--- src/common/gat_cfg.svh ---
`ifndef GAT_CFG_SVH
`define GAT_CFG_SVH

// number of lanes. any count from 1 up works.
`define GAT_NUM_LANES 4

// sparse word field widths.
`define GAT_COL_W  6
`define GAT_VAL_W  12
`define GAT_NODE_W 10
`define GAT_CNT_W  8

`define GAT_SUM_W 32 // row sums wrap at this width.

`define GAT_CAPTURE_NODE 10

`endif

--- src/common/gat_pkg.sv ---
`default_nettype none
`include "gat_cfg.svh"

package gat_pkg;

  // header view of an incoming sparse word.
  typedef struct packed {
    logic                   is_hdr;
    logic [`GAT_NODE_W-1:0] node;
    logic [`GAT_CNT_W-1:0]  nnz;
  } h_hdr_t;

  // entry view of the same word. is_hdr keeps the header view's bit.
  typedef struct packed {
    logic                         is_hdr;
    logic [`GAT_COL_W-1:0]        col;
    logic signed [`GAT_VAL_W-1:0] val;
  } h_ent_t;

  typedef union packed {
    h_hdr_t hdr;
    h_ent_t ent;
  } h_word_u;

  // one product term handed to a lane.
  typedef struct packed {
    logic signed [`GAT_VAL_W-1:0] val;
    logic signed [`GAT_VAL_W-1:0] wgt;
  } lane_op_t;

  typedef struct packed {
    logic [`GAT_NODE_W-1:0] node;
    logic [`GAT_SUM_W-1:0]  sum;
  } lane_res_t;

  typedef struct packed {
    logic       hdr_seen;
    logic       ent_seen;
    logic       rdy_seen;
    logic       rdy_low_seen;
    logic       res_seen;
    logic       multi_busy_seen;
    logic [1:0] spare;
  } dbg_flags_t;

endpackage

`default_nettype wire

--- src/verilog/gat_debugger.sv ---
`timescale 1ns/1ns
`default_nettype none
`include "gat_cfg.svh"

module gat_debugger (
  input  wire logic                      clk,
  input  wire logic                      rst_n,
  input  wire logic                      hdr_vld_i,
  input  wire logic                      ent_vld_i,
  input  wire logic                      rdy_i,
  input  wire logic [`GAT_NUM_LANES-1:0] busy_i,
  input  wire logic                      res_vld_i,
  input  wire gat_pkg::lane_res_t        res_i,
  output gat_pkg::dbg_flags_t            flags_o,
  output logic [31:0]                    count_o,
  output logic [31:0]                    capture_o
);

  import gat_pkg::*;

  dbg_flags_t flags;
  dbg_flags_t flags_reg;
  logic [31:0] count;
  logic [31:0] count_reg;
  logic [31:0] capture;
  logic [31:0] capture_reg;
  logic        multi_busy;
  logic        cap_hit;

  assign multi_busy = ($countones(busy_i) >= 2);
  assign cap_hit    = res_vld_i && (res_i.node == `GAT_NODE_W'(`GAT_CAPTURE_NODE));

  assign flags.hdr_seen        = (hdr_vld_i) ? 1'b1 : flags_reg.hdr_seen;
  assign flags.ent_seen        = (ent_vld_i) ? 1'b1 : flags_reg.ent_seen;
  assign flags.rdy_seen        = (rdy_i)     ? 1'b1 : flags_reg.rdy_seen;
  // only a drop after ready first came up counts.
  assign flags.rdy_low_seen    = (!rdy_i && flags_reg.rdy_seen) ? 1'b1 : flags_reg.rdy_low_seen;
  assign flags.res_seen        = (res_vld_i)  ? 1'b1 : flags_reg.res_seen;
  assign flags.multi_busy_seen = (multi_busy) ? 1'b1 : flags_reg.multi_busy_seen;
  assign flags.spare           = 2'b00;

  assign count   = (res_vld_i) ? (count_reg + 1'b1) : count_reg;
  assign capture = (cap_hit) ? 32'(res_i.sum) : capture_reg;

  always_ff @(posedge clk or negedge rst_n) begin
    if (!rst_n) begin
      flags_reg   <= '0;
      count_reg   <= '0;
      capture_reg <= '0;
    end else begin
      flags_reg   <= flags;
      count_reg   <= count;
      capture_reg <= capture;
    end
  end

  assign flags_o   = flags_reg;
  assign count_o   = count_reg;
  assign capture_o = capture_reg;

endmodule

`default_nettype wire

--- config.mk ---
export PLATFORM = sky130hd
export DESIGN_NAME = gat_debugger
export DESIGN_NICKNAME = d
export VERILOG_FILES = /design/src/common/gat_pkg.sv /design/src/verilog/gat_debugger.sv
export VERILOG_INCLUDE_DIRS = /design/src /design/src/common
export SDC_FILE = /design/constraint.sdc
export NUM_CORES = 1
export LEC_CHECK = 0
export BUFFER_PORTS_ARGS = -buffer_cell sky130_fd_sc_hd__buf_2
export CAP_MARGIN = 25
export CORE_MARGIN = 4
export CORE_UTILIZATION = 48
export CTS_CLUSTER_DIAMETER = 40
export DETAILED_ROUTE_END_ITERATION = 6
export GPL_ROUTABILITY_DRIVEN = 0
export PLACE_DENSITY = 0.8
export SLEW_MARGIN = 10
export SYNTH_ARGS = -nofsm -noshare
export SYNTH_HDL_FRONTEND = slang
export SYNTH_SLANG_ARGS = --single-unit
export TNS_END_PERCENT = 5
--- constraint.sdc ---
create_clock -name clk -period 2.4 [get_ports clk]
set_input_delay 0.48 -clock clk [delete_from_list [all_inputs] [get_ports clk]]
set_output_delay 0.48 -clock clk [all_outputs]
set_load 0.05 [all_outputs]
; ---- Yosys cells after proc, flatten, opt, wreduce, memory -nomap -nowiden
; Index checks and enable logic that the tools add are counted.
[totals]
inputBits = 52
word_cells = 17
output_inout_bits = 72
reg_bits = 70
[op_classes]
eq_ne = 1
addsub = 4
magnitude_cmp = 1
n_reduce_logical = 3
[op_table]
columns = cell, n
row1 = adder 32 x 1 -> 32 bit (second input constant), 1
row2 = == test 10 x 4 -> 1 bit (second input constant), 1
row3 = adder 1 x 1 -> 2 bit, 2
row4 = adder 2 x 2 -> 3 bit, 1
row5 = >= comparator 3 x 2 -> 1 bit (second input constant), 1
row6 = logical AND 1 bit, 2
row7 = zero test 1 bit, 1

; ---- Depth between registers and ports, before layout
[logic_depth]
word_depth = 3
ltp_mapped = 6
depth_no_buf = 5

; ---- Worst setup path after synthesis
; OpenSTA, ideal clock, no wires.
[synth_path]
kind = flip-flop to flip-flop
from = register count_reg[0] (netlist: count_o[0])
to = register count_reg[28] (netlist: count_o[28])
synth_period_minus_slack_ps = 2096
t_arrival_ps = 1953
path_slack_ps = 304
t_required_ps = 2257
path_buffers = 0
path_stages_with_launch = 6
setup_time_ps = 143
path_cell_list = dfrtp_1 > ha_1 > nand4_1 > nor4_4 > nand4_1 > xnor2_1
[synth_via]
elab_chain_len = 1
[synth_rtl]
columns = item, line
row1 = from (decl), gat_debugger.sv:24  ; logic [31:0] count_reg;
row2 = from (signal assigned), gat_debugger.sv:52  ; count_reg <= count;
row3 = adder 32 x 1 -> 32 bit, gat_debugger.sv:42  ; assign count = (res_vld_i) ? (count_reg + 1'b1) : count_reg;
; No other way between the ends.
; A chain may end at the register's enable or synchronous reset.

; ---- Final worst setup path
[layout_path]
from = input res_i[32] in the netlist's numbering
to = register capture_reg[25] (netlist: capture_o[25])
[layout_via]
elab_chain_len = 2
[layout_rtl]
columns = item, line
row1 = from (decl), gat_debugger.sv:13  ; input wire gat_pkg::lane_res_t res_i,
row2 = == test 10 x 4 -> 1 bit, gat_debugger.sv:31  ; assign cap_hit = res_vld_i && (res_i.node == `GAT_NODE_W'(`GAT_CAPTURE_NODE));
row3 = logical AND 1 bit, gat_debugger.sv:31
row4 = to (signal assigned), gat_debugger.sv:53  ; capture_reg <= capture;
row5 = to (decl), gat_debugger.sv:26  ; logic [31:0] capture_reg;
; No other way between the ends.

==> results.yml <==
logic_synthesis:
  syn_area_per_cell_um2: 14.0
  synthArstFlopShare: 1.00
  synth.cell_area_um2: 3060
  ys.flop_type: "dfrtp_1"
  yosys_warnings: 0
  yosys.area_share.simple: 0.128
  yosysSeqAreaShare: 0.573
  synthMuxAreaShare: 0.158
  synth_edf_count: 0
  synth-compound-area-share: 0.00245
  yosys_register_bits: 70
  synth_cell_type_count: 31
  synth_fa_ha_area_frac: 0.0106
  synth_xor_area_frac: 0.0888
  syn_inst: 218
  synth_top_family_by_area: "multiplexers"
finish:
  fin_nets: 401
  num_antenna_cells: 0
  drive_gt1_frac: 0.511
  syn2layout_area_growth_pct: 27.4
clock_network:
  cts-hold-fix-buffers: 0
  cts_tree: "yes"
  cts_buffer_depth: 2
  clk_latency_ps: 340
  cts_setup_buffers: 0
  cts_buffers: 9
  htreeDepth: 3
  cts_root_buf: "clkbuf_8"
  post_cts_resized: 0
  numClockSinks: 70
  clkTransAtPathRegs_ps: 70
routing:
  drtIter0Drc: 72
  ant_nets: 0
  routed_wl_um: 6560
  drc: 0
  viasPerCell: 4.98
  dr.pass1.iters: 4
  num_vias: 2127
  post_drt_wl_per_cell_um: 15.4
sta:
  layout_setup_ws_ps: 532
  slew_violations: 0
  fin_crit_ps: 1870
  relSlewSlack: 0.590
  tightest_slew_ps: 612
  rsz0062_at_grt: "no"
  fin_crit_sh: 0.778
  setup_tns_ps: 0
  worst_clock_skew_ps: 11.4
  finalSetupViolCount: 0
  hold_viol_final: 0
  fmax_mhz: 535
power:
  intPower_w: 0.00187
  p_seq_frac: 0.489
  p_sw_w: 0.000847
  power.share.clock: 0.328
  power_frac_comb: 0.184
  p_per_area_nw_per_um2: 698
  power.leakage_nw: 2.13
  sw_frac_of_total: 0.311
  vdd_drop_max_mv: 0.810
setup_path:
  slowest_stage: "or4_2"
  reg2reg_from: "count_o[0]$_DFFE_PN0P_"
  cp_max_fo: 32
  cp-startpoint: "res_i[32]"
  arrival_ps: 2090
  timing.critical_path.from_type: "primary input"
  rr_worst_depth: 5
  crit_type: "in -> reg"
  endpoint_kind: "register"
  reg2reg_slack_ps: 560
  cp_data_required_time_ps: 2620
  cp-endpoint: "capture_o[25]$_DFFE_PN0P_"
  r2r-end: "count_o[18]$_DFFE_PN0P_"
  cpPeakStageDelay_ps: 590
  worstPathCellList: "buf_2 > nor4b_2 > nand4_1 > or4_2 > buf_12 > mux2_4"
die:
  die_w_um: 87.8
  core_um2: 6060
  die_h_um: 87.8
  start_util: 0.505
  die-area_um2: 7710
  pin_count: 124
  placementRows: 28
min_path:
  min-delay-path-class: "in -> async"
placed_design:
  dp_slack_ps: 172
  hpwl_um: 4850
  port_buffers: 121
status:
  outcome: "finished, final reports clean"
global_route:
  grt_pass1_vias: 2241
  gr-usage-all-layers: 0.183
  grt_pass1_wl_um: 10900
  grt_start_max_net_pins: 39
  globalRoute.totalOverflow: 0
  antenna_found_initial: 0
job:
  max_cap_viol_count: 0
## worst max-delay path, delay by kind of cell
kind                   cells  cell delay, ps
and+or+nand+nor            3             960
buffers and inverters      2             320
muxes                      1             320
## worst min-delay path by stage
stage | endpoint | cells after the start
2_1_floorplan | capture_o[0]$_DFFE_PN0P_ | 0
3_3_place_gp | flags_o[4]$_DFFE_PN0P_ | 1
3_5_place_dp | flags_o[4]$_DFFE_PN0P_ | 1
4_1_cts | capture_o[25]$_DFFE_PN0P_ | 2
5_1_grt | capture_o[25]$_DFFE_PN0P_ | 2
6_report | capture_o[23]$_DFFE_PN0P_ | 2
## cells in the mapped netlist (3+ instances only)
cell type	instances	share of area
nand4_1	17	0.035
or2_2	4	0.0082
dfrtp_1	70	0.57
nand3_1	12	0.020
inv_1	4	0.0049
xor2_1	4	0.011
nand2_1	12	0.015
xnor2_1	27	0.077
buf_12	3	0.020
mux2_4	30	0.15
nor3_1	5	0.0082
nor2_1	4	0.0049
and3_1	3	0.0061
mux2_2	3	0.011
## registers in the layout, summed over array words and instances (netlist names)
name / count
flags_o: 6
capture_o: 32
count_o: 32
## layer usage
metal | part of all wire | vias up | GRT usage | wire [um]
li1 | - | 1008 | - | -
met1 | 0.43 | 1012 | 0.239 | 2820
met2 | 0.45 | 96 | 0.285 | 2940
met3 | 0.10 | 11 | 0.0555 | 669
met4 | 0.020 | 0 | 0.0753 | 130
met5 | 0 | - | 0 | 0
## cell families after synthesis
group                      after synthesis
DFF                                     70
buffers and inverters                   13
other                                    1
muxes                                   33
and+or+nand+nor                         67
xor gates and xnor gates                31
AOI/OAI and AO/OA                        1
adders and majority gates                2
## layout by cell type, fill, tap and decap left out, drive strengths merged, types with 2 or more instances in the layout
cell type,synthesis,routed
buf,7,126
xor2,4,4
nor3,6,6
mux2,33,33
nand4,17,17
clkinv,0,2
xnor2,27,27
clkbuf,2,12
nand2,12,12
nor2,4,4
conb,1,2
nand3,12,12
inv,4,4
and3,3,3
dfrtp,70,70
nor4,2,2
and4,2,2
or2,4,4
## stage by stage
| step | util | std cells | cell area [um2] | hold slack (ps) | power [W] |
|---|---|---|---|---|---|
| CTS | 0.643 | 427 | 3900 | 170 | 0.00275 |
| global placement | 0.613 | 411 | 3710 | 436 | 0.00184 |
| floorplan | - | 219 | 3060 | 184 | 0.00168 |
| detailed placement | 0.613 | 411 | 3710 | 447 | 0.00185 |
| finish | 0.643 | 427 | 3900 | 167 | 0.00272 |
| global route | 0.643 | 427 | 3900 | 198 | 0.00286 |
## area by class of cell
cell class | count | area [um2]
clock buffers | 12 | 135
clock inverters | 4 | 47.5
fillers | 490 | 2160
inverters | 4 | 15.0
multi-input cells | 136 | 1200
flip-flops and latches | 70 | 1750
well taps | 75 | 93.8
repair buffers | 126 | 656
## power by group through the flow
stage	logic (W)	registers (W)	clock network [W]
5_1_grt	0.000536	0.00134	0.000983
3_3_place_gp	0.000495	0.00135	0
2_1_floorplan	0.000119	0.00156	0
6_report	0.000499	0.00133	0.000892
3_5_place_dp	0.000505	0.00135	0
4_1_cts	0.000506	0.00133	0.000917
Power figures use the tool's default switching activity.
