<file path="src/common/gat_cfg.svh">
`ifndef GAT_CFG_SVH
`define GAT_CFG_SVH

// number of lanes. any count from 1 up works.
`define GAT_NUM_LANES 4

// sparse word field widths.
`define GAT_COL_W  6
`define GAT_VAL_W  12
`define GAT_NODE_W 10
`define GAT_CNT_W  8

`define GAT_SUM_W 32 // row sums wrap at this width.

`define GAT_CAPTURE_NODE 10

`endif

</file>
<file path="src/common/gat_pkg.sv">
`default_nettype none
`include "gat_cfg.svh"

package gat_pkg;

  // header view of an incoming sparse word.
  typedef struct packed {
    logic                   is_hdr;
    logic [`GAT_NODE_W-1:0] node;
    logic [`GAT_CNT_W-1:0]  nnz;
  } h_hdr_t;

  // entry view of the same word. is_hdr keeps the header view's bit.
  typedef struct packed {
    logic                         is_hdr;
    logic [`GAT_COL_W-1:0]        col;
    logic signed [`GAT_VAL_W-1:0] val;
  } h_ent_t;

  typedef union packed {
    h_hdr_t hdr;
    h_ent_t ent;
  } h_word_u;

  // one product term handed to a lane.
  typedef struct packed {
    logic signed [`GAT_VAL_W-1:0] val;
    logic signed [`GAT_VAL_W-1:0] wgt;
  } lane_op_t;

  typedef struct packed {
    logic [`GAT_NODE_W-1:0] node;
    logic [`GAT_SUM_W-1:0]  sum;
  } lane_res_t;

  typedef struct packed {
    logic       hdr_seen;
    logic       ent_seen;
    logic       rdy_seen;
    logic       rdy_low_seen;
    logic       res_seen;
    logic       multi_busy_seen;
    logic [1:0] spare;
  } dbg_flags_t;

endpackage

`default_nettype wire

</file>
<file path="src/spmm/sppe.sv">
`timescale 1ns/1ns
`default_nettype none
`include "gat_cfg.svh"

module sppe (
  input  wire logic              clk,
  input  wire logic              rst_n,
  input  wire logic              start_i,
  input  wire gat_pkg::h_hdr_t   hdr_i,
  input  wire logic              op_vld_i,
  input  wire gat_pkg::lane_op_t op_i,
  input  wire logic              ack_i,
  output logic                   busy_o,
  output logic                   done_o,
  output gat_pkg::lane_res_t     res_o
);

  import gat_pkg::*;

  localparam int PROD_W = 2 * `GAT_VAL_W;

  logic [`GAT_CNT_W-1:0]    cnt;
  logic signed [PROD_W-1:0] prod;
  logic [`GAT_SUM_W-1:0]    prod_ext;
  logic                     op_take;

  assign prod     = op_i.val * op_i.wgt;
  assign prod_ext = {{(`GAT_SUM_W - PROD_W){prod[PROD_W-1]}}, prod};
  assign op_take  = op_vld_i & busy_o & ~done_o; // ops past the count are dropped.

  always_ff @(posedge clk or negedge rst_n) begin
    if (!rst_n) begin
      busy_o <= 1'b0;
      done_o <= 1'b0;
      cnt    <= '0;
    end else if (ack_i) begin
      busy_o <= 1'b0;
      done_o <= 1'b0;
    end else if (start_i) begin
      busy_o <= 1'b1;
      done_o <= (hdr_i.nnz == '0);
      cnt    <= hdr_i.nnz;
    end else if (op_take) begin
      cnt <= cnt - 1'b1;
      if (cnt == `GAT_CNT_W'(1)) begin
        done_o <= 1'b1;
      end
    end
  end

  // result stays put until the drain takes it.
  always_ff @(posedge clk) begin
    if (start_i) begin
      res_o.node <= hdr_i.node;
      res_o.sum  <= '0;
    end else if (op_take) begin
      res_o.sum <= res_o.sum + prod_ext;
    end
  end

endmodule

`default_nettype wire

</file>
<file path="config.mk">
export PLATFORM = sky130hd
export DESIGN_NAME = sppe
export DESIGN_NICKNAME = d
export VERILOG_FILES = /design/src/common/gat_pkg.sv /design/src/spmm/sppe.sv
export VERILOG_INCLUDE_DIRS = /design/src /design/src/common
export SDC_FILE = /design/constraint.sdc
export NUM_CORES = 1
export LEC_CHECK = 0
export ABC_AREA = 1
export BUFFER_PORTS_ARGS = -buffer_cell sky130_fd_sc_hd__buf_4
export CAP_MARGIN = 40
export CORE_MARGIN = 2
export CORE_UTILIZATION = 65
export CTS_BUF_LIST = sky130_fd_sc_hd__clkbuf_8
export DETAILED_ROUTE_END_ITERATION = 10
export PLACE_DENSITY = 0.89
export SETUP_SLACK_MARGIN = 0.4
export SYNTH_ARGS = -nofsm -noshare
export SYNTH_HDL_FRONTEND = slang
export SYNTH_SLANG_ARGS = --single-unit
</file>
<file path="constraint.sdc">
create_clock -name clk -period 3.5 [get_ports clk]
set_input_delay 0 -clock clk [delete_from_list [all_inputs] [get_ports clk]]
set_output_delay 0 -clock clk [all_outputs]
set_load 0.02 [all_outputs]
</file>
==> metrics.cfg, run 1 <==
[outcome]
status = stopped before the end
lastStage = 5_1_grt
stop_error = [ERROR GRT-0116] Global routing finished with congestion. Check the congestion regions in the DRC Viewer.

[placement]
gp_congestion = 0.983
portBuffers = 90
dp_hpwl_um = 26500
placed_cell_area_sq_um = 12800

[logic_synthesis]
ys.flop_type = dfxtp_1
netlist_area_sq_um = 9710
synth_most_common_cell = nand2_1
synth_cells = 1356
yosys.area.top_type = fa_1
ys_ff_latch = 52
netlist_top_cells_area = fa_1 (29%), nand2_1 (14%), inv_1 (12%), ha_1 (11%), dfxtp_1 (6.6%)
synth_common_cells = nand2_1 (372), inv_1 (311), fa_1 (139)
synth_top_area_frac = 0.286
ys_async_sr_fraction = 0.192
ys_seq_area_frac = 0.123
yosysUniqueCellTypes = 43
synth_edf_count = 10
syn_avg_cell_area_sq_um = 7.16
synth_warnings = 0
synthesis.nets = 1628

[clocking]
clockBufferDepth = 2
h-tree-depth = 2
ctsRootBufferMaster = clkbuf_8
cts_made_buffers = 5
cts.sinks = 52

[floorplan]
ios = 92
die_height_um = 126
initial_core_util = 0.666
die_w_um = 126
rows = 44

[grt]
grt_usage = 0.726
overflow = 20
grt_pass1_wl_um = 87700
grt_pass1_vias = 15217
grt_max_degree = 36

-- per-layer routing --
| metal | track usage | GRT overflow |
|---|---|---|
| met1 | 0.708 | 0 |
| met2 | 0.940 | 6 |
| met3 | 0.529 | 0 |
| met4 | 0.745 | 14 |
| met5 | 0.167 | 0 |
-- metrics by stage --
| stage | setup WS (ps) | setup TNS, ps | instances | util |
|---|---|---|---|---|
| floorplan | -1750 | -34400 | 1356 | - |
| global placement | -2370 | -49310 | 1789 | 0.874 |
| detailed placement | -2540 | -55380 | 1790 | 0.876 |
| CTS | -2080 | -44320 | 1830 | 0.954 |
-- cells by family after synthesis --
| family | count (synthesis) | synth area share |
|---|---|---|
| flops | 52 | 0.123 |
| simple gates | 538 | 0.225 |
| buf+inv | 349 | 0.135 |
| fa+ha+maj | 224 | 0.396 |
| compound gates | 161 | 0.0918 |
| xor+xnor | 32 | 0.0289 |
-- repair_timing --
| item | 4_1_cts |
|---|---|
| setup buffers | 16 |
| hold endpoints to repair | 24 |
| pin swaps | 59 |
| cloned | 1 |
| gates resized for setup | 172 |
| endpoints found under the setup margin | 28 |
| hold buffers | 15 |
==> run 2: changes to the inputs <==
- CORE_UTILIZATION: 65 -> 40
- CTS_BUF_LIST: sky130_fd_sc_hd__clkbuf_8 -> unset
- PLACE_DENSITY: 0.89 -> unset
- PLACE_DENSITY_LB_ADDON: unset -> 0.15
- SETUP_SLACK_MARGIN: 0.4 -> unset
==> run 2 against run 1 <==
  * The flow now finishes, with violations (negative setup slack)
  * Area after synthesis unchanged
  * Synthesized cell count unchanged
==> metrics.cfg, run 2 <==
[timing]
final.setup.tns_ps = -40500
hold_violations = 0
period_share = 1.55
max_freq_ghz = 0.184
drv_slew = 0
slew_headroom = 0.530
setup_ws_ps = -1930
min_period_ps = 5430
setup_viol = 26
worst_slew_pin_slew_ps = 702
rsz0062_at_grt = yes
fin_skew_ps = 15.5

[worst_setup_path]
crit_path_max_fanout = 5
crit_path_end_kind = flip-flop
worstPathArrival_ps = 5620
cpMaxStageDelayCell = fa_1
required_ps = 3690
path_class = input port to flip-flop
crit_path_frequent_cell = fa_1
cpPeakStageDelay_ps = 550
worstRegToRegCells = 10
critPathLaunchType = input port

[floorplan]
initial_core_util = 0.403  ; -0.263
rows = 57  ; +30%
fp.dieArea_sq_um = 25500
die_w_um = 160  ; +27%
die_height_um = 160  ; +27%
core_region_area_sq_um = 24100
ios = 92  ; unchanged

[logic_synthesis]
ys_seq_area_frac = 0.123  ; unchanged
synthesis.nets = 1628  ; unchanged
yosysUniqueCellTypes = 43  ; unchanged
netlist_area_sq_um = 9710  ; unchanged
ys.flop_type = dfxtp_1
synth_most_common_cell = nand2_1
synth_warnings = 0  ; unchanged
synth_edf_count = 10  ; unchanged
synth_cells = 1356  ; unchanged
netlist_top_cells_area = fa_1 (29%), nand2_1 (14%), inv_1 (12%), ha_1 (11%), dfxtp_1 (6.6%)
synth_common_cells = nand2_1 (372), inv_1 (311), fa_1 (139)
syn_avg_cell_area_sq_um = 7.16  ; unchanged
ys_async_sr_fraction = 0.192  ; unchanged
synth_top_area_frac = 0.286  ; unchanged
yosys.area.top_type = fa_1
ys_ff_latch = 52  ; unchanged

[placement]
portBuffers = 90  ; unchanged
gp_congestion = 0.855  ; -13%
placed_cell_area_sq_um = 13000  ; +1.8%
dp_hpwl_um = 23000  ; -13%
pre_cts_ws_ps = -2510  ; +37.9 ps

[worst_hold_path]
min_path_type = input port to flip-flop
hold_depth = 3

[layout]
top_regs = res_o x42, cnt x8
layout.cells.most_common = nand2_1
drive_gt1_frac = 0.430
final_cell_mix = nand2_1 (273), inv_1 (256), buf_4 (251), fa_1 (129), buf_6 (69)
antenna_cells = 0
fillers = 2049
utilization = 0.641
largest_reg_flops = 42
fin_nets = 1951
finalInstanceArea_sq_um = 15400
syn_to_final_growth_pct = 59.0
largest_register = res_o

[clocking]
clk_pin_slew_ps = 70
ctsRootBufferMaster = clkbuf_16
cts_tree = built
h-tree-depth = 2  ; unchanged
cts_made_buffers = 5  ; unchanged
clk_latency_ps = 310
clockBufferDepth = 2  ; unchanged
cts.sinks = 52  ; unchanged

[drt]
firstDrtPassIters = 4
drc_errors = 0
drtAntennaViolNets = 0
highest_layer = met4
num_vias = 9707
wl_per_cell_um = 14.9
wl_met1_um = 13300
via_per_inst = 4.84
wl_met2_um = 15400
totalWireLength_um = 30000
drtIter0Drc = 509
wl_met3_um = 965

[grt]
grt_max_degree = 36
grt_pass1_wl_um = 48800
grt_pass1_vias = 10098
grt_usage = 0.231
overflow = 0
antenna_found_initial = 0

[flow_run]
cap_viol_max_count = 0

[outcome]
status = complete, but fails checks
violations = negative setup slack

run 2: final cells by class:
class,count,area [sq um],area share
clock buffers,5,125,0.00810
well taps,324,405,0.0262
inverters,315,1190,0.0772
multi-input cells,956,9410,0.609
flip-flops and latches,52,1190,0.0771
clock inverters,3,27.5,0.00178
repair buffers,349,3100,0.201
run 2: logic make-up after synthesis:
family	synth area share
flip-flops	0.123
buffers and inverters	0.135
XOR/XNOR	0.0289
AND/OR/NAND/NOR	0.225
adder cells (fa/ha/maj)	0.396
AO/OA/AOI/OAI	0.0918
run 2: worst paths after layout:
kind | start | endpoint | slack (ps)
setup / recovery | op_i[11] | res_o[29] | -1930
hold / removal | hdr_i[2] | cnt[2] | 2
setup reg to reg | busy_o | cnt[7] | 1100
hold reg to reg | res_o[0] | res_o[0] | 490
max in group asynchronous | rst_n | cnt[7] | 3280
min in group asynchronous | rst_n | cnt[6] | 70
run 2: timing repair:
action                                  4_1_cts  5_1_grt
gates resized for setup                     206      228
hold buffers                                 13        0
cloned                                        1        0
pin swaps                                   110      179
endpoints found under the setup margin       27       27
setup buffers                                24       32
endpoints found under the hold margin        22        0
run 2: stage by stage:
stage,std cells,hold WS (ps)
after global routing,2004,42.3
final,2004,2.01
after CTS,1981,6.56
after global placement,1935,-160
after detailed placement,1936,-161
after floorplan,1356,-296
run 2: worst max-delay path, delay by kind of cell:
kind | cells | cell delay (ps)
adder cells (fa/ha/maj) | 7 | 3160
AO/OA/AOI/OAI | 7 | 810
AND/OR/NAND/NOR | 5 | 800
buffers and inverters | 10 | 670
XOR/XNOR | 1 | 190
run 2: layer usage:
metal  vias to the layer above  track usage
met5                         -            0
met4                         0       0.0328
met3                        23       0.0218
met2                       160        0.405
met1                      4767        0.317
li1                       4757            -
Power of run 2 is left out: the tool's default activity adds up to more than one toggle a clock period on the data nets, which glitch-free logic cannot reach.
==> run 3: changes to the inputs <==
- ABC_AREA: 1 -> unset
- CELL_PAD_IN_SITES_DETAIL_PLACEMENT: unset -> 1
- CELL_PAD_IN_SITES_GLOBAL_PLACEMENT: unset -> 1
- PLACE_DENSITY_LB_ADDON: 0.15 -> 0.1
==> run 3 against run 2 <==
  * The run still ends with negative setup slack left
  * Worst setup slack lost 1000 ps
  * Hold slack gained 5.1 ps
  * Design area shrank 17%
  * Clock-buffer cell count grew 1
  * Area after synthesis shrank 7.8%
==> metrics.cfg, run 3 <==
[worst_hold_path]
hold_depth = 3  ; unchanged
min_from = hdr_i[3]
min_to = cnt[3]
min_path_type = input port to flip-flop

[logic_synthesis]
synthAdderAreaFrac = 0.430  ; +0.0336
synth_top_area_frac = 0.311  ; +0.0243
netlist_top_cells_area = fa_1 (31%), ha_1 (12%), inv_1 (7.3%), dfxtp_1 (7.2%), nand2_1 (6.4%)
synth_compound_area_frac = 0.130  ; +0.0377
synth_warnings = 0  ; unchanged
synth_cells = 1051  ; -22%
yosys.area.top_type = fa_1
synth_most_common_cell = inv_1
ys.flop_type = dfxtp_1
ys_async_sr_fraction = 0.192  ; unchanged
ys_seq_area_frac = 0.133  ; +0.0104
synth_xor_area_frac = 0.0421  ; +0.0132
syn_avg_cell_area_sq_um = 8.52  ; +19%
netlist_area_sq_um = 8950  ; -7.8%
synthesis.nets = 1323  ; -19%
synth_edf_count = 10  ; unchanged
synth_common_cells = inv_1 (175), nand2_1 (153), fa_1 (139)
muxShareOfSynthArea = 0.00238  ; +0.00238
synth-simple-area-share = 0.172  ; -0.0530
yosysUniqueCellTypes = 59  ; +37%
synth_top_family_by_area = adder cells
ys_ff_latch = 52  ; unchanged

[worst_setup_path]
crit_path_end_kind = flip-flop
reg2reg_slack_ps = 480  ; -620 ps
crit_buf_inv = 4  ; -6
worstRegToRegCells = 11  ; +1
cpMaxStageDelayCell = fa_1
critical-path-top-delay-family = adder cells
path_class = input port to flip-flop
critPathLaunchType = input port
required_ps = 3700  ; about the same
r2r_end = res_o[28]
crit_path_max_fanout = 6  ; +1
worstPathArrival_ps = 6670  ; +1050 ps
crit_path_frequent_cell = fa_1
rr_startpoint = res_o[0]
cpPeakStageDelay_ps = 550  ; about the same

[timing]
hold_violations = 0  ; unchanged
setup_viol = 26  ; unchanged
drv_slew = 0  ; unchanged
slew_headroom = 0.481  ; -0.0495
final.setup.tns_ps = -53000  ; -12,500 ps
rsz0062_at_grt = yes
period_share = 1.85  ; +0.298
setup_ws_ps = -2970  ; -1040 ps
worst_slew_pin_slew_ps = 779  ; +76.8 ps
max_freq_ghz = 0.155  ; -16%
min_period_ps = 6470  ; +1040 ps
fin_skew_ps = 13.3  ; -2.15 ps

[layout]
largest_reg_flops = 42  ; unchanged
syn_to_final_growth_pct = 43.6
fin_nets = 1600  ; -18%
layout.cells.most_common = buf_4
antenna_cells = 0  ; unchanged
drive_gt1_frac = 0.368  ; -0.0624
top_regs = res_o x42, cnt x8
layout.cells.non_filler = 1609  ; -20%
largest_register = res_o
final_cell_mix = buf_4 (258), inv_1 (151), fa_1 (131), nand2_1 (130), ha_1 (61)

[clocking]
cts_tree = built
ctsRootBufferMaster = clkbuf_16
clockBufferDepth = 2  ; unchanged
cts_made_buffers = 5  ; unchanged
cts.sinks = 52  ; unchanged
clk_pin_slew_ps = 80  ; about the same
clk_latency_ps = 310  ; about the same
h-tree-depth = 2  ; unchanged

[drt]
drtIter0Drc = 195  ; -62%
num_vias = 8261  ; -15%
firstDrtPassIters = 4  ; unchanged
totalWireLength_um = 28300  ; -5.5%
via_per_inst = 5.13  ; +6.0%
drc_errors = 0  ; unchanged
drtAntennaViolNets = 0  ; unchanged
wl_per_cell_um = 17.6  ; +18%

[placement]
placedCellCount = 1558  ; -20%
pre_cts_ws_ps = -3410  ; -904 ps
portBuffers = 90  ; unchanged
gp_congestion = 0.838  ; -1.9%
dp_hpwl_um = 21600  ; -6.1%

[floorplan]
ios = 92  ; unchanged
core_region_area_sq_um = 21900  ; -9.2%
die_height_um = 154  ; -3.9%
fp.dieArea_sq_um = 23600  ; -7.6%
die_w_um = 154  ; -3.9%
rows = 54  ; -5.3%
initial_core_util = 0.409  ; +0.00607

[flow_run]
cap_viol_max_count = 0  ; unchanged

[grt]
grt_pass1_wl_um = 46600  ; -4.4%
grt_pass1_vias = 9226  ; -8.6%
antenna_found_initial = 0  ; unchanged
grt_max_degree = 40  ; +11%
grt_usage = 0.242  ; +0.0112
overflow = 0  ; unchanged

[outcome]
violations = negative setup slack
status = complete, but fails checks

## run 3: layer usage
metal | vias to the layer above | GRT usage | share of wire
li1 | 3920 | - | -
met5 | - | 0 | 0
met1 | 4211 | 0.313 | 0.42
met4 | 0 | 0.0463 | 0.016
met3 | 33 | 0.0138 | 0.018
met2 | 97 | 0.449 | 0.54
## run 3: stage by stage
| step | cell area [sq um] | hold slack (ps) | utilization |
|---|---|---|---|
| 3_5_place_dp | 11700 | -160 | 0.533 |
| 2_1_floorplan | 9710 | -296 | - |
| 3_3_place_gp | 11700 | -156 | 0.533 |
| 4_1_cts | 12600 | 2.61 | 0.574 |
| 6_report | 12900 | 7.11 | 0.587 |
| 5_1_grt | 12900 | 27.6 | 0.587 |
## run 3: worst max-delay path by stage
stage	from	to	depth (start not counted)
after global routing	op_i[11]	res_o[31]	29
after global placement	op_i[3]	res_o[31]	29
final	op_i[17]	res_o[31]	27
after CTS	op_i[16]	res_o[31]	28
after detailed placement	op_i[3]	res_o[31]	28
after floorplan	op_i[10]	res_o[31]	28
## run 3: area by class of cell
type	count	area (sq um)
clock buffers	6	139
clock inverters	2	17.5
fillers	2521	9040
inverters	176	666
multi-input cells	782	7890
flip-flops and latches	52	1190
well taps	280	350
repair buffers	311	2600
## run 3: timing repair
action | 4_1_cts | 5_1_grt
gates resized for setup | 102 | 55
setup buffers | 21 | 13
hold endpoints to repair | 24 | 0
hold buffers | 14 | 0
setup endpoints to repair | 26 | 28
gates cloned | 0 | 0
pin swaps | 76 | 49
## run 3: worst min-delay path, stage by stage
cell     delay [ps]
buf_4            80
a21oi_1          60
o21ai_0         130
## run 3: cell families (layout without fill, tap and decap cells)
kind of cell / after synthesis / count (layout)
AND/OR/NAND/NOR: 330 / 330
adder cells (fa/ha/maj): 224 / 224
multiplexers: 2 / 2
XOR/XNOR: 43 / 43
AO/OA/AOI/OAI: 183 / 183
buffers and inverters: 217 / 495
flip-flops: 52 / 52
Power of run 3 is left out for the same reason.
==> run 4: changes to the inputs <==
- CAP_MARGIN: 40 -> unset
- CELL_PAD_IN_SITES_DETAIL_PLACEMENT: 1 -> unset
- CELL_PAD_IN_SITES_GLOBAL_PLACEMENT: 1 -> unset
- PLACE_DENSITY_LB_ADDON: 0.1 -> unset
==> run 4 against run 3 <==
  * The run still ends with negative setup slack left
  * Global-route usage fell by 4.0 points
  * First-iteration DRC count is 29% higher
  * Clock-buffer cell count stayed put
  * Critical endpoint unchanged
==> metrics.cfg, run 4 (synthesized netlist as in run 3, its figures left out) <==
[outcome]
status = complete, but fails checks
violations = negative setup slack

[flow_run]
cap_viol_max_count = 0  ; unchanged

[grt]
grt_pass1_vias = 8402  ; -8.9%
grt_util_met1 = 0.278  ; -0.0354
busiest_layer = met2
grt.met2_usage = 0.355  ; -0.0940
antenna_found_initial = 0  ; unchanged
grt_pass1_wl_um = 40100  ; -14%
grt_max_degree = 38  ; -5.0%
grt_usage = 0.202  ; -0.0399
grt_use_met3 = 0.0217  ; +0.00789
overflow = 0  ; unchanged

[timing]
min_period_ps = 6380  ; -90.1 ps
slew_headroom = 0.484  ; +0.00322
setup_ws_ps = -2880  ; +90.1 ps
drv_slew = 0  ; unchanged
max_freq_ghz = 0.157  ; +1.4%
fin_skew_ps = 12.0  ; -1.36 ps
rsz0062_at_grt = yes
setup_viol = 26  ; unchanged
final.setup.tns_ps = -53590  ; -585 ps
worst_slew_pin_slew_ps = 774  ; -4.84 ps
hold-worst-slack_ps = 3.22  ; -3.89 ps
hold_violations = 0  ; unchanged
period_share = 1.82  ; -0.0257

[floorplan]
die_height_um = 154  ; unchanged
ios = 92  ; unchanged
initial_core_util = 0.409  ; unchanged
core_region_area_sq_um = 21900  ; unchanged
die_w_um = 154  ; unchanged
fp.dieArea_sq_um = 23600  ; unchanged
rows = 54  ; unchanged

[drt]
firstDrtPassIters = 4  ; unchanged
drc_errors = 0  ; unchanged
wl_per_cell_um = 14.6  ; -17%
via_per_inst = 4.94  ; -3.8%
drtAntennaViolNets = 0  ; unchanged
totalWireLength_um = 23700  ; -16%
num_vias = 8022  ; -2.9%
drtIter0Drc = 251  ; +29%

[layout]
top_regs = res_o x42, cnt x8
multi_input_area_sq_um = 8000  ; +1.4%
antenna_cells = 0  ; unchanged
fin_nets = 1616  ; +1.0%
drive_gt1_frac = 0.387  ; +0.0194
seq_area_sq_um = 1190  ; unchanged
layout.cells.most_common = buf_4
largest_reg_flops = 42  ; unchanged
finalInstanceArea_sq_um = 13200  ; +2.9%
fillers = 1910  ; -24%
largest_register = res_o
final_cell_mix = buf_4 (245), inv_1 (151), fa_1 (132), nand2_1 (126), ha_1 (63)
syn_to_final_growth_pct = 47.8

[clocking]
h-tree-depth = 2  ; unchanged
cts_tree = built
clk_latency_ps = 310  ; about the same
clk_pin_slew_ps = 70  ; about the same
clockBufferDepth = 2  ; unchanged
cts_made_buffers = 5  ; unchanged
cts.sinks = 52  ; unchanged
ctsRootBufferMaster = clkbuf_16

[worst_hold_path]
min_path_type = input port to flip-flop

[placement]
dp_hpwl_um = 18900  ; -13%
portBuffers = 90  ; unchanged
placed_cell_area_sq_um = 11800  ; +0.86%
gp_congestion = 0.854  ; +1.9%

[worst_setup_path]
critical-path-top-delay-family = adder cells
crit_path_max_fanout = 6  ; unchanged
critPathLaunchType = input port
path_class = input port to flip-flop
crit_buf_inv = 8  ; +4
crit_path_frequent_cell = fa_1
crit_path_end_kind = flip-flop
worstPathArrival_ps = 6570  ; -100 ps
required_ps = 3690  ; about the same
cpMaxStageDelayCell = fa_1
cpPeakStageDelay_ps = 550  ; about the same

run 4: cell types whose count changed in the layout (fill, tap and decap cells not counted), moves of 3 or more:
cell,before,now
xnor2_1,25,21
buf_12,8,12
o21ai_1,13,7
a21oi_1,41,34
a21oi_2,15,24
buf_4,258,245
nand2_1,130,126
buf_6,27,51
o21ai_2,7,10
xnor2_2,9,12
run 4: area by class of cell:
| type | instances | share of cell area |
|---|---|---|
| sequential | 52 | 0.0900 |
| inverter | 176 | 0.0500 |
| multi-input combinational | 782 | 0.605 |
| clock inverter | 2 | 0.000946 |
| timing repair buffer | 327 | 0.216 |
| clock buffer | 6 | 0.0113 |
| tap | 280 | 0.0265 |
run 4: path summary, 6_finish.rpt:
kind | slack, ps | from | to | cells past startpoint
max in group asynchronous | 3310 | rst_n | busy_o | 2
min in group asynchronous | 50 | rst_n | cnt[5] | 2
max reg2reg | 560 | res_o[0] | res_o[28] | 12
min reg2reg | 490 | res_o[0] | res_o[0] | 2
max | -2880 | op_i[21] | res_o[31] | 31
min | 3 | hdr_i[4] | cnt[4] | 3
run 4: per-stage QoR:
stage | worst slack (ps) | instances | util
after floorplan | -2930 | 1051 | -
after global placement | -3220 | 1568 | 0.537
after detailed placement | -3300 | 1568 | 0.537
after CTS | -2870 | 1612 | 0.581
after global routing | -3160 | 1625 | 0.604
final | -2880 | 1625 | 0.604
run 4: worst min-delay path: stages:
cell,delay (ps)
buf_4,80
a21oi_1,50
o21ai_0,140
run 4: per-layer routing:
| layer | vias up | wire length, um |
|---|---|---|
| met5 | - | 0 |
| met4 | 0 | 197 |
| met3 | 17 | 812 |
| met2 | 127 | 12000 |
| met1 | 3930 | 10700 |
| li1 | 3948 | - |
run 4: timing repair:
| item | 4_1_cts | 5_1_grt |
|---|---|---|
| setup endpoints to repair | 27 | 27 |
| hold buffers | 15 | 0 |
| endpoints found under the hold margin | 25 | 0 |
| pin swaps | 70 | 111 |
| resized for setup | 106 | 102 |
| setup buffers | 23 | 30 |
Power of run 4 is left out for the same reason.
